`config.mk`:
```
export PLATFORM = sky130hd
export DESIGN_NAME = eth_frame_receiver
export DESIGN_NICKNAME = d
export VERILOG_FILES = /design/src/eth_rx_pkg.sv /design/src/eth_nibble_assembler.sv /design/src/eth_field_counter.sv /design/src/eth_rx_fsm.sv /design/src/eth_mac_capture.sv /design/src/eth_payload_out.sv /design/src/eth_frame_receiver.sv
export VERILOG_INCLUDE_DIRS = /design/src /design/src/include
export SDC_FILE = /design/constraint.sdc
export NUM_CORES = 1
export LEC_CHECK = 0
export BUFFER_PORTS_ARGS = -buffer_cell sky130_fd_sc_hd__buf_2
export CAP_MARGIN = 20
export CORE_ASPECT_RATIO = 1.75
export CORE_MARGIN = 10
export CORE_UTILIZATION = 29
export DETAILED_ROUTE_END_ITERATION = 10
export PLACE_DENSITY = 0.56
export SLEW_MARGIN = 0
export SYNTH_ARGS = -nofsm -noshare
export SYNTH_HDL_FRONTEND = slang
export SYNTH_HIERARCHICAL = 1
export SYNTH_SLANG_ARGS = --single-unit
```
`constraint.sdc`:
```
create_clock -name phy_rx_clk -period 15 [get_ports phy_rx_clk]
set_input_delay 3 -clock phy_rx_clk [delete_from_list [all_inputs] [get_ports phy_rx_clk]]
set_output_delay 3 -clock phy_rx_clk [all_outputs]
set_load 0.02 [all_outputs]
```
`src/include/eth_rx_settings.svh`:
```
`ifndef ETH_RX_SETTINGS_SVH
`define ETH_RX_SETTINGS_SVH

// Station address accepted by the receiver
`define ETH_BOARD_MAC 48'h309C231EEC21

// Preamble and start frame delimiter octets
`define ETH_PREAMBLE_BYTE 8'h55
`define ETH_SFD_BYTE 8'hD5

// Preamble bytes before the delimiter
`define ETH_PREAMBLE_LEN 7

// Bytes per MAC address field
`define ETH_MAC_LEN 6

`endif

```
`src/eth_rx_pkg.sv`:
```
package eth_rx_pkg;

    typedef logic [3:0]  nibble_t;
    typedef logic [7:0]  byte_t;
    typedef logic [47:0] mac_addr_t;

    // Bytes left in the current header field
    typedef logic [3:0]  field_count_t;

    typedef enum logic [2:0] {
        IDLE,
        PREAMBLE,
        SFD,
        DEST_MAC,
        SRC_MAC,
        PAYLOAD,
        FINISH
    } rx_state_t;

    // Assembled octet with the delayed frame level
    typedef struct packed {
        logic  valid;
        byte_t data;
        logic  in_frame;
    } rx_byte_t;

    // Strobes from the FSM, already qualified by the byte strobe
    typedef struct packed {
        logic dest_shift;
        logic src_shift;
        logic payload_shift;
        logic frame_end;
    } capture_ctrl_t;

endpackage

```
`src/eth_nibble_assembler.sv`:
```
`timescale 1ns/1ps

module eth_nibble_assembler (
    input  logic                 phy_rx_clk,
    input  logic                 reset,
    input  eth_rx_pkg::nibble_t  phy_rxd,
    input  logic                 phy_rx_ctrl,
    output eth_rx_pkg::rx_byte_t rx_byte
);

    // High while the low nibble of a byte is held
    logic                phase;
    logic                byte_valid;
    logic                in_frame_q;
    eth_rx_pkg::nibble_t low_nibble;
    eth_rx_pkg::byte_t   byte_data;

    always_ff @(posedge phy_rx_clk or posedge reset)
    begin
        if (reset)
        begin
            phase      <= 1'b0;
            byte_valid <= 1'b0;
            in_frame_q <= 1'b0;
        end
        else
        begin
            phase      <= phy_rx_ctrl ? ~phase : 1'b0;
            byte_valid <= phy_rx_ctrl & phase;
            in_frame_q <= phy_rx_ctrl;
        end
    end

    // Low nibble arrives first
    always_ff @(posedge phy_rx_clk)
    begin
        if (phy_rx_ctrl && !phase)
            low_nibble <= phy_rxd;
        if (phy_rx_ctrl && phase)
            byte_data <= {phy_rxd, low_nibble};
    end

    assign rx_byte = '{valid: byte_valid, data: byte_data, in_frame: in_frame_q};

    ///////////////////////////////
    // Byte strobe spacing
    a_valid_single: assert property (
        @(posedge phy_rx_clk) disable iff (reset)
        rx_byte.valid |=> !rx_byte.valid
    ) else $error("Byte strobe held for two cycles");

endmodule

```
`src/eth_field_counter.sv`:
```
`timescale 1ns/1ps

module eth_field_counter (
    input  logic                     phy_rx_clk,
    input  logic                     reset,
    input  logic                     cnt_load,
    input  eth_rx_pkg::field_count_t cnt_value,
    input  logic                     cnt_dec,
    output logic                     cnt_last
);

    eth_rx_pkg::field_count_t count;

    always_ff @(posedge phy_rx_clk or posedge reset)
    begin
        if (reset)
        begin
            count <= '0;
        end
        else if (cnt_load)
        begin
            count <= cnt_value;
        end
        else if (cnt_dec)
        begin
            count <= count - 1'b1;
        end
    end

    // One byte left means the current byte closes the field
    assign cnt_last = (count == eth_rx_pkg::field_count_t'(1));

    ///////////////////////////////
    // Control from the FSM
    a_load_dec_excl: assert property (
        @(posedge phy_rx_clk) disable iff (reset)
        !(cnt_load && cnt_dec)
    ) else $error("Field counter loaded and decremented together");

    a_no_underflow: assert property (
        @(posedge phy_rx_clk) disable iff (reset)
        cnt_dec |-> (count != '0)
    ) else $error("Field counter decremented past zero");

endmodule

```
`src/eth_rx_fsm.sv`:
```
`timescale 1ns/1ps
`include "eth_rx_settings.svh"

module eth_rx_fsm (
    input  logic                      phy_rx_clk,
    input  logic                      reset,
    input  eth_rx_pkg::rx_byte_t      rx_byte,
    input  logic                      cnt_last,
    output logic                      cnt_load,
    output eth_rx_pkg::field_count_t  cnt_value,
    output logic                      cnt_dec,
    output eth_rx_pkg::capture_ctrl_t capture
);

    eth_rx_pkg::rx_state_t state;
    eth_rx_pkg::rx_state_t state_next;

    always_ff @(posedge phy_rx_clk or posedge reset)
    begin
        if (reset)
            state <= eth_rx_pkg::IDLE;
        else
            state <= state_next;
    end

    always_comb
    begin
        state_next = state;
        cnt_load   = 1'b0;
        cnt_dec    = 1'b0;
        case (state)
            eth_rx_pkg::IDLE:
            begin
                if (rx_byte.valid && rx_byte.data == `ETH_PREAMBLE_BYTE)
                begin
                    state_next = eth_rx_pkg::PREAMBLE;
                    cnt_load   = 1'b1;
                end
            end
            eth_rx_pkg::PREAMBLE:
            begin
                if (!rx_byte.in_frame)
                    state_next = eth_rx_pkg::IDLE;
                else if (rx_byte.valid)
                begin
                    if (rx_byte.data != `ETH_PREAMBLE_BYTE)
                        state_next = eth_rx_pkg::IDLE;
                    else
                    begin
                        cnt_dec = 1'b1;
                        if (cnt_last)
                            state_next = eth_rx_pkg::SFD;
                    end
                end
            end
            eth_rx_pkg::SFD:
            begin
                if (!rx_byte.in_frame)
                    state_next = eth_rx_pkg::IDLE;
                else if (rx_byte.valid)
                begin
                    // An eighth 0x55 also lands here and aborts
                    if (rx_byte.data == `ETH_SFD_BYTE)
                    begin
                        state_next = eth_rx_pkg::DEST_MAC;
                        cnt_load   = 1'b1;
                    end
                    else
                        state_next = eth_rx_pkg::IDLE;
                end
            end
            eth_rx_pkg::DEST_MAC:
            begin
                if (!rx_byte.in_frame)
                    state_next = eth_rx_pkg::IDLE;
                else if (rx_byte.valid)
                begin
                    if (cnt_last)
                    begin
                        state_next = eth_rx_pkg::SRC_MAC;
                        cnt_load   = 1'b1;
                    end
                    else
                        cnt_dec = 1'b1;
                end
            end
            eth_rx_pkg::SRC_MAC:
            begin
                if (!rx_byte.in_frame)
                    state_next = eth_rx_pkg::IDLE;
                else if (rx_byte.valid)
                begin
                    cnt_dec = 1'b1;
                    if (cnt_last)
                        state_next = eth_rx_pkg::PAYLOAD;
                end
            end
            eth_rx_pkg::PAYLOAD:
            begin
                if (!rx_byte.in_frame)
                    state_next = eth_rx_pkg::FINISH;
            end
            eth_rx_pkg::FINISH:
                state_next = eth_rx_pkg::IDLE;
            default:
                state_next = eth_rx_pkg::IDLE;
        endcase
    end

    // Preamble loads one less, the first byte was already seen
    assign cnt_value = (state == eth_rx_pkg::IDLE) ?
                       eth_rx_pkg::field_count_t'(`ETH_PREAMBLE_LEN - 1) :
                       eth_rx_pkg::field_count_t'(`ETH_MAC_LEN);

    assign capture = '{
        dest_shift:    (state == eth_rx_pkg::DEST_MAC) && rx_byte.valid,
        src_shift:     (state == eth_rx_pkg::SRC_MAC) && rx_byte.valid,
        payload_shift: (state == eth_rx_pkg::PAYLOAD) && rx_byte.valid,
        frame_end:     (state == eth_rx_pkg::PAYLOAD) && !rx_byte.in_frame
    };

    ///////////////////////////////
    a_state_legal: assert property (
        @(posedge phy_rx_clk) disable iff (reset)
        state inside {eth_rx_pkg::IDLE, eth_rx_pkg::PREAMBLE, eth_rx_pkg::SFD,
                      eth_rx_pkg::DEST_MAC, eth_rx_pkg::SRC_MAC,
                      eth_rx_pkg::PAYLOAD, eth_rx_pkg::FINISH}
    ) else $error("FSM in illegal state %0d", state);

endmodule

```
`src/eth_mac_capture.sv`:
```
`timescale 1ns/1ps
`include "eth_rx_settings.svh"

module eth_mac_capture (
    input  logic                      phy_rx_clk,
    input  logic                      reset,
    input  eth_rx_pkg::rx_byte_t      rx_byte,
    input  eth_rx_pkg::capture_ctrl_t capture,
    output logic                      mac_match,
    output eth_rx_pkg::mac_addr_t     src_mac
);

    eth_rx_pkg::mac_addr_t dest_mac;

    // First byte on the wire ends up in the top octet
    always_ff @(posedge phy_rx_clk)
    begin
        if (capture.dest_shift)
            dest_mac <= {dest_mac[39:0], rx_byte.data};
        if (capture.src_shift)
            src_mac <= {src_mac[39:0], rx_byte.data};
    end

    // Destination is complete once the source field starts
    always_ff @(posedge phy_rx_clk or posedge reset)
    begin
        if (reset)
        begin
            mac_match <= 1'b0;
        end
        else if (capture.frame_end || capture.dest_shift)
        begin
            mac_match <= 1'b0;
        end
        else if (capture.src_shift)
        begin
            mac_match <= (dest_mac == `ETH_BOARD_MAC);
        end
    end

    ///////////////////////////////
    // Source address held through the payload
    a_src_stable: assert property (
        @(posedge phy_rx_clk) disable iff (reset)
        capture.payload_shift |=> $stable(src_mac)
    ) else $error("Source address changed during payload");

endmodule

```
`src/eth_payload_out.sv`:
```
`timescale 1ns/1ps

module eth_payload_out (
    input  logic                      phy_rx_clk,
    input  logic                      reset,
    input  eth_rx_pkg::rx_byte_t      rx_byte,
    input  eth_rx_pkg::capture_ctrl_t capture,
    input  logic                      mac_match,
    output eth_rx_pkg::byte_t         rx_data,
    output logic                      rx_data_valid,
    output logic                      frame_done
);

    logic take_byte;

    assign take_byte = capture.payload_shift & mac_match;

    always_ff @(posedge phy_rx_clk or posedge reset)
    begin
        if (reset)
        begin
            rx_data_valid <= 1'b0;
            frame_done    <= 1'b0;
        end
        else
        begin
            rx_data_valid <= take_byte;
            frame_done    <= capture.frame_end & mac_match;
        end
    end

    always_ff @(posedge phy_rx_clk)
    begin
        if (take_byte)
            rx_data <= rx_byte.data;
    end

    ///////////////////////////////
    // Output strobes never run back to back
    a_data_gap: assert property (
        @(posedge phy_rx_clk) disable iff (reset)
        rx_data_valid |=> !rx_data_valid
    ) else $error("rx_data_valid high on two cycles");

    a_done_alone: assert property (
        @(posedge phy_rx_clk) disable iff (reset)
        frame_done |-> !rx_data_valid
    ) else $error("frame_done together with a payload byte");

endmodule

```
`src/eth_frame_receiver.sv`:
```
`timescale 1ns/1ps

module eth_frame_receiver (
    input  logic                  phy_rx_clk,
    input  logic                  reset,
    input  eth_rx_pkg::nibble_t   phy_rxd,
    input  logic                  phy_rx_ctrl,
    output eth_rx_pkg::byte_t     rx_data,
    output logic                  rx_data_valid,
    output logic                  frame_done,
    output eth_rx_pkg::mac_addr_t src_mac
);

    eth_rx_pkg::rx_byte_t      rx_byte;
    eth_rx_pkg::capture_ctrl_t capture;
    eth_rx_pkg::field_count_t  cnt_value;
    logic                      cnt_load;
    logic                      cnt_dec;
    logic                      cnt_last;
    logic                      mac_match;

    ///////////////////////////////
    // Byte path
    eth_nibble_assembler u_assembler (
        .phy_rx_clk  (phy_rx_clk),
        .reset       (reset),
        .phy_rxd     (phy_rxd),
        .phy_rx_ctrl (phy_rx_ctrl),
        .rx_byte     (rx_byte)
    );

    ///////////////////////////////
    // Frame control
    eth_rx_fsm u_fsm (
        .phy_rx_clk (phy_rx_clk),
        .reset      (reset),
        .rx_byte    (rx_byte),
        .cnt_last   (cnt_last),
        .cnt_load   (cnt_load),
        .cnt_value  (cnt_value),
        .cnt_dec    (cnt_dec),
        .capture    (capture)
    );

    eth_field_counter u_counter (
        .phy_rx_clk (phy_rx_clk),
        .reset      (reset),
        .cnt_load   (cnt_load),
        .cnt_value  (cnt_value),
        .cnt_dec    (cnt_dec),
        .cnt_last   (cnt_last)
    );

    ///////////////////////////////
    // Address check and payload
    eth_mac_capture u_mac_capture (
        .phy_rx_clk (phy_rx_clk),
        .reset      (reset),
        .rx_byte    (rx_byte),
        .capture    (capture),
        .mac_match  (mac_match),
        .src_mac    (src_mac)
    );

    eth_payload_out u_payload_out (
        .phy_rx_clk    (phy_rx_clk),
        .reset         (reset),
        .rx_byte       (rx_byte),
        .capture       (capture),
        .mac_match     (mac_match),
        .rx_data       (rx_data),
        .rx_data_valid (rx_data_valid),
        .frame_done    (frame_done)
    );

endmodule

```
Yosys cells after proc, flatten, opt, wreduce, memory -nomap -nowiden
Cells that the tools add are included.

word-level totals
  bits in read-only memories = 0
  latch bits = 0
  memories kept = 0
  input bits = 7
  bits in writable memories = 0
  output and inout port bits = 58
  register bits = 129

operators by class
  bitwise operators = 4
  div/mod/pow operators = 0
  $add $sub $neg = 1
  equality and inequality tests = 19
  order comparisons = 0
  $mul = 0
  muxes and demuxes = 38
  reductions and logical operators = 14
  shift operators = 0

operators with widths
  cell                  count
  $eq 48x46->1 const B  1
  $mux 3                14
  $mux 1                18
  $ne 3x3->1 const B    6
  $pmux 3 s6            1
  $reduce_and 9->1      1
  $eq 8x7->1 const B    1
  $eq 8x8->1 const B    1
  $mux 4                2
  $ne 8x7->1 const B    1
  $logic_and 1x1->1     7
  $eq 3x2->1 const B    2
  $eq 3x3->1 const B    2
  $pmux 1 s3            2
  $eq 4x1->1 const B    1
  $ne 4x3->1 const B    1
  $reduce_bool 2->1     2
  $sub 4x1->4 const B   1
  $and 1x1->1           3
  $eq 3x1->1 const B    1
  $logic_not 3->1       1
  $logic_not 1->1       2
  $mux 2                1
  $ne 2x1->1 const B    1
  3 further kinds       3

Logic depth before layout (Yosys ltp)
  depth in word-level cells = 7
  gate-level depth with buffers = 9

Cells and area by module
Netlist, hierarchy kept.

by module, submodules not included
  module                area an instance (µm²)  seq. area each (µm²)  times used  cells each
  eth_mac_capture       3,078.0                 2,907.8               1           120
  eth_rx_fsm            481.7                   75.1                  1           62
  eth_nibble_assembler  470.5                   435.4                 1           20
  eth_payload_out       306.5                   290.3                 1           13
  eth_field_counter     244.0                   100.1                 1           24

Worst setup path before layout
OpenSTA, ideal clock, no wires.

  path kind = reg-to-reg
  from = reg u_fsm.state[1]
  to = reg u_mac_capture.mac_match
  slack = 9,617 ps
  path buffers = 2
  arrival time = 5,316 ps
  setup time = 67 ps
  required time = 14,933 ps
  stages on the path, launching flop included = 8
  cells stage by stage = dfrtp_1 > buf_2 > clkbuf_1 > nor3_1 > and4bb_2 > nand4_1 > nor4_1 > a32o_1

RTL lines
  what                      RTL line               RTL
  start: declaration        eth_rx_fsm.sv:15       eth_rx_pkg::rx_state_t state;
  start signal: assignment  eth_rx_fsm.sv:21       state <= eth_rx_pkg::IDLE;
  start signal: assignment  eth_rx_fsm.sv:23       state <= state_next;
  end signal: assignment    eth_mac_capture.sv:37  mac_match <= (dest_mac == `ETH_BOARD_MAC);
  end: declaration          eth_mac_capture.sv:9   output logic mac_match,

Worst setup path after layout
  from = reg u_mac_capture.src_mac[1]
  to = out src_mac[1]

RTL lines
  what                      RTL line                  RTL
  start: declaration        eth_mac_capture.sv:10     output eth_rx_pkg::mac_addr_t src_mac
  start signal: assignment  eth_mac_capture.sv:21     src_mac <= {src_mac[39:0], rx_byte.data};
  end: declaration          eth_frame_receiver.sv:11  output eth_rx_pkg::mac_addr_t src_mac

No word-level cell between the ends.

==> metrics.yaml <==
core_area_mm2: 0.0155
dp_hpwl_um: 6130
hold_start: "u_assembler/low_nibble[2]"
hold_class: "flip-flop to flip-flop"
synthesis.area_mm2: 0.00458
cts_setup_buffers: 0
powerDensity_mw_per_mm2: 142
slew_headroom_pct: 59.5
clock_latency_ns: 0.41
cts_buffers: 17
cts_tree: "done"
setup_violations: 0
design.die.area_mm2: 0.0214
min_path_cells: 0
yosys_warnings: 6
ys_seq_elements: 129
grt_pass1_vias: 2449
synth_cell_types: 56
p_leak_nw: 2.08
die_h_um: 186
root_buffer: "clkbuf_16"
start_kind: "flip-flop"
hold_viol_final: 0
nets: 326
fin_setup_tns_ns: 0
io_buffers: 64
drc: 0
first_pass_iters: 4
viasPerCell: 4.45
start_util_pct: 29.6
clk_pin_slew_ns: 0.06
ctsHoldBuffers: 0
rsz0062_at_grt: "false"
hold_end: "u_assembler/byte_data[2]"
finalNonFillerCells: 515
ant_nets: 0
power_mw: 0.813
cp_max_fo: 2
reg2reg_depth: 7
grt_max_degree: 50
drive_gt1_share_pct: 33.7
period_share_pct: 26.7
path_class: "flip-flop to output pin"
fp.dieW_um: 115
r2r_end: "u_counter/count[3]"
io_pins: 65
synth.avg_cell_area_um2: 19.2
crit_family: "flip-flops"
syn_to_final_growth_pct: 24.7
routed-via-count: 2291
drv_slew: 0
fp-row-count: 60
fillers: 1447
rrSetupSlack_ns: 12.44
ys_seq_area_share_pct: 83.1
cp.arrival_ns: 1.00
required_ns: 12.00
max_freq_ghz: 0.250
critPathCaptureType: "output pin"
routed_wl_um: 8630
dp_cells: 484
peakVddDrop_v: 0.0000677
finClkSkew_ns: 0.00681
maxCapViolations: 0
min_period_ns: 4.00
worst_slew_pin_slew_ns: 0.608
grt_pass1_wl_um: 13800
slowest_delay_ns: 0.40
cp_cell_sequence: "buf_2"
grt_overflow_total: 0
status: "finished clean"
place.gp.congestion: 0.793
drt_iter0_markers: 110
slowest_stage: "edfxtp_1"
r2r_start: "u_assembler/byte_data[7]"
clkSinkCount: 129
ctsHtreeMaxLevel: 4
cts_resized: 0
routedWlPerCell_um: 16.8
worstPathBufferInverterCount: 1
grt_usage_pct: 8.42
diodes: 0
synth_cells: 239
antenna_found_initial: 0
clockBufferDepth: 2
## cells in the mapped netlist (all sizes together)
cell type  number  area share [%]
and4bb          1            0.27
o22ai           1            0.14
and3            1            0.14
a41oi           2            0.38
nand3           4            0.44
and2            5            0.71
o21a            1            0.16
a211o           1            0.19
mux2            2            0.57
a32o            1            0.22
o31ai           1            0.16
xor2            2            0.38
nor4            3            0.41
ha              2            0.55
conb            2            0.16
inv            12            0.98
o32ai           1            0.19
a221o           2            0.44
and3b           3            0.60
mux2i           1            0.22
a2111oi         1            0.22
a21oi           1            0.11
nand2b          3            0.41
xnor2           1            0.19
nor2            5            0.41
or3             1            0.14
a31oi           2            0.27
nand4           2            0.27
a221oi          1            0.19
dfrtp          13             7.1
nor3b           1            0.16
nor4b           6             1.7
edfxtp        116              76
clkbuf          2            0.16
and4b           1            0.22
and2b           2            0.36
nor3            1            0.11
buf             8             1.2
nand2          12            0.98
o21bai          1            0.16
a311o           1            0.22
nor2b           1            0.14
o21ai           5            0.55
nor4bb          3             1.1
nand4b          1            0.19
## metal layers
| metal | global-route usage, % | up-vias | share of wire (%) |
|---|---|---|---|
| met5 | 0 | - | 0 |
| met4 | 3.68 | 0 | 1.6 |
| met3 | 3.08 | 15 | 6.3 |
| met2 | 15.5 | 58 | 57 |
| met1 | 8.05 | 1143 | 35 |
| li1 | - | 1075 | - |
## how the worst max path moves through the flow
stage	startpoint	endpoint	slack [ns]	cells after the start
2_1_floorplan	u_fsm/state[1]	u_mac_capture/mac_match	9.62	7
3_3_place_gp	phy_rx_ctrl	u_assembler/byte_data[0]	11.34	2
3_5_place_dp	phy_rx_ctrl	u_assembler/byte_data[0]	11.32	2
4_1_cts	u_mac_capture/src_mac[1]	src_mac[1]	10.97	1
5_1_grt	u_mac_capture/src_mac[7]	src_mac[7]	10.96	1
6_report	u_mac_capture/src_mac[1]	src_mac[1]	11.00	1
## state kept, by name (all words and copies together) (netlist names)
name                         count
u_assembler/byte_valid           1
u_payload_out/rx_data            8
u_assembler/in_frame_q           1
u_payload_out/frame_done         1
u_assembler/phase                1
u_mac_capture/mac_match          1
u_payload_out/rx_data_valid      1
u_counter/count                  4
u_mac_capture/src_mac           48
u_mac_capture/dest_mac          48
u_assembler/byte_data            8
u_fsm/state                      3
u_assembler/low_nibble           4
## final cells by class
class | count | area (µm²) | share of cell area (%)
multi-input cells | 90 | 677 | 11.8
clock buffers | 17 | 425 | 7.45
well taps | 186 | 233 | 4.07
inverters | 12 | 45.0 | 0.788
clock inverters | 14 | 181 | 3.18
flip-flops and latches | 129 | 3810 | 66.7
repair buffers | 67 | 343 | 6.00
## per-stage QoR
step,setup slack (ns),area [µm²],utilization [%],hold slack (ns)
after floorplan,9.62,4590,-,0.400
after global placement,11.34,5110,33.0,0.406
after detailed placement,11.32,5110,33.0,0.405
after CTS,10.97,5710,36.9,0.419
after global routing,10.96,5710,36.9,0.424
final,11.00,5710,36.9,0.417
## report_power, final
part / switching, mW / leakage [nW] / total, mW / internal, mW
Clock: 0.152 / 0.283 / 0.414 / 0.262
Combinational: 0.00356 / 0.587 / 0.00598 / 0.00242
Sequential: 0.00272 / 1.21 / 0.393 / 0.390
## kinds of logic after synthesis
kind of cell	Yosys count	synth area share, %
buffers and inverters	22	2.35
adders and majority gates	2	0.546
other	2	0.164
xor gates and xnor gates	3	0.574
muxes	3	0.792
AOI/OAI and AO/OA	22	3.61
and+or+nand+nor	56	8.82
DFF	129	83.1
## cells in the final DEF, fill, tap and decap left out, types with 4 or more instances in the layout
cell and instances:
conb_1 4, inv_1 11, nand3_1 4, and2_1 4
nand2_1 12, buf_2 64, clkinvlp_4 4, dfrtp_1 13
clkinv_4 4, nor2_1 5, edfxtp_1 116, clkbuf_16 17
o21ai_0 4
(Power assumes the default switching activity.)
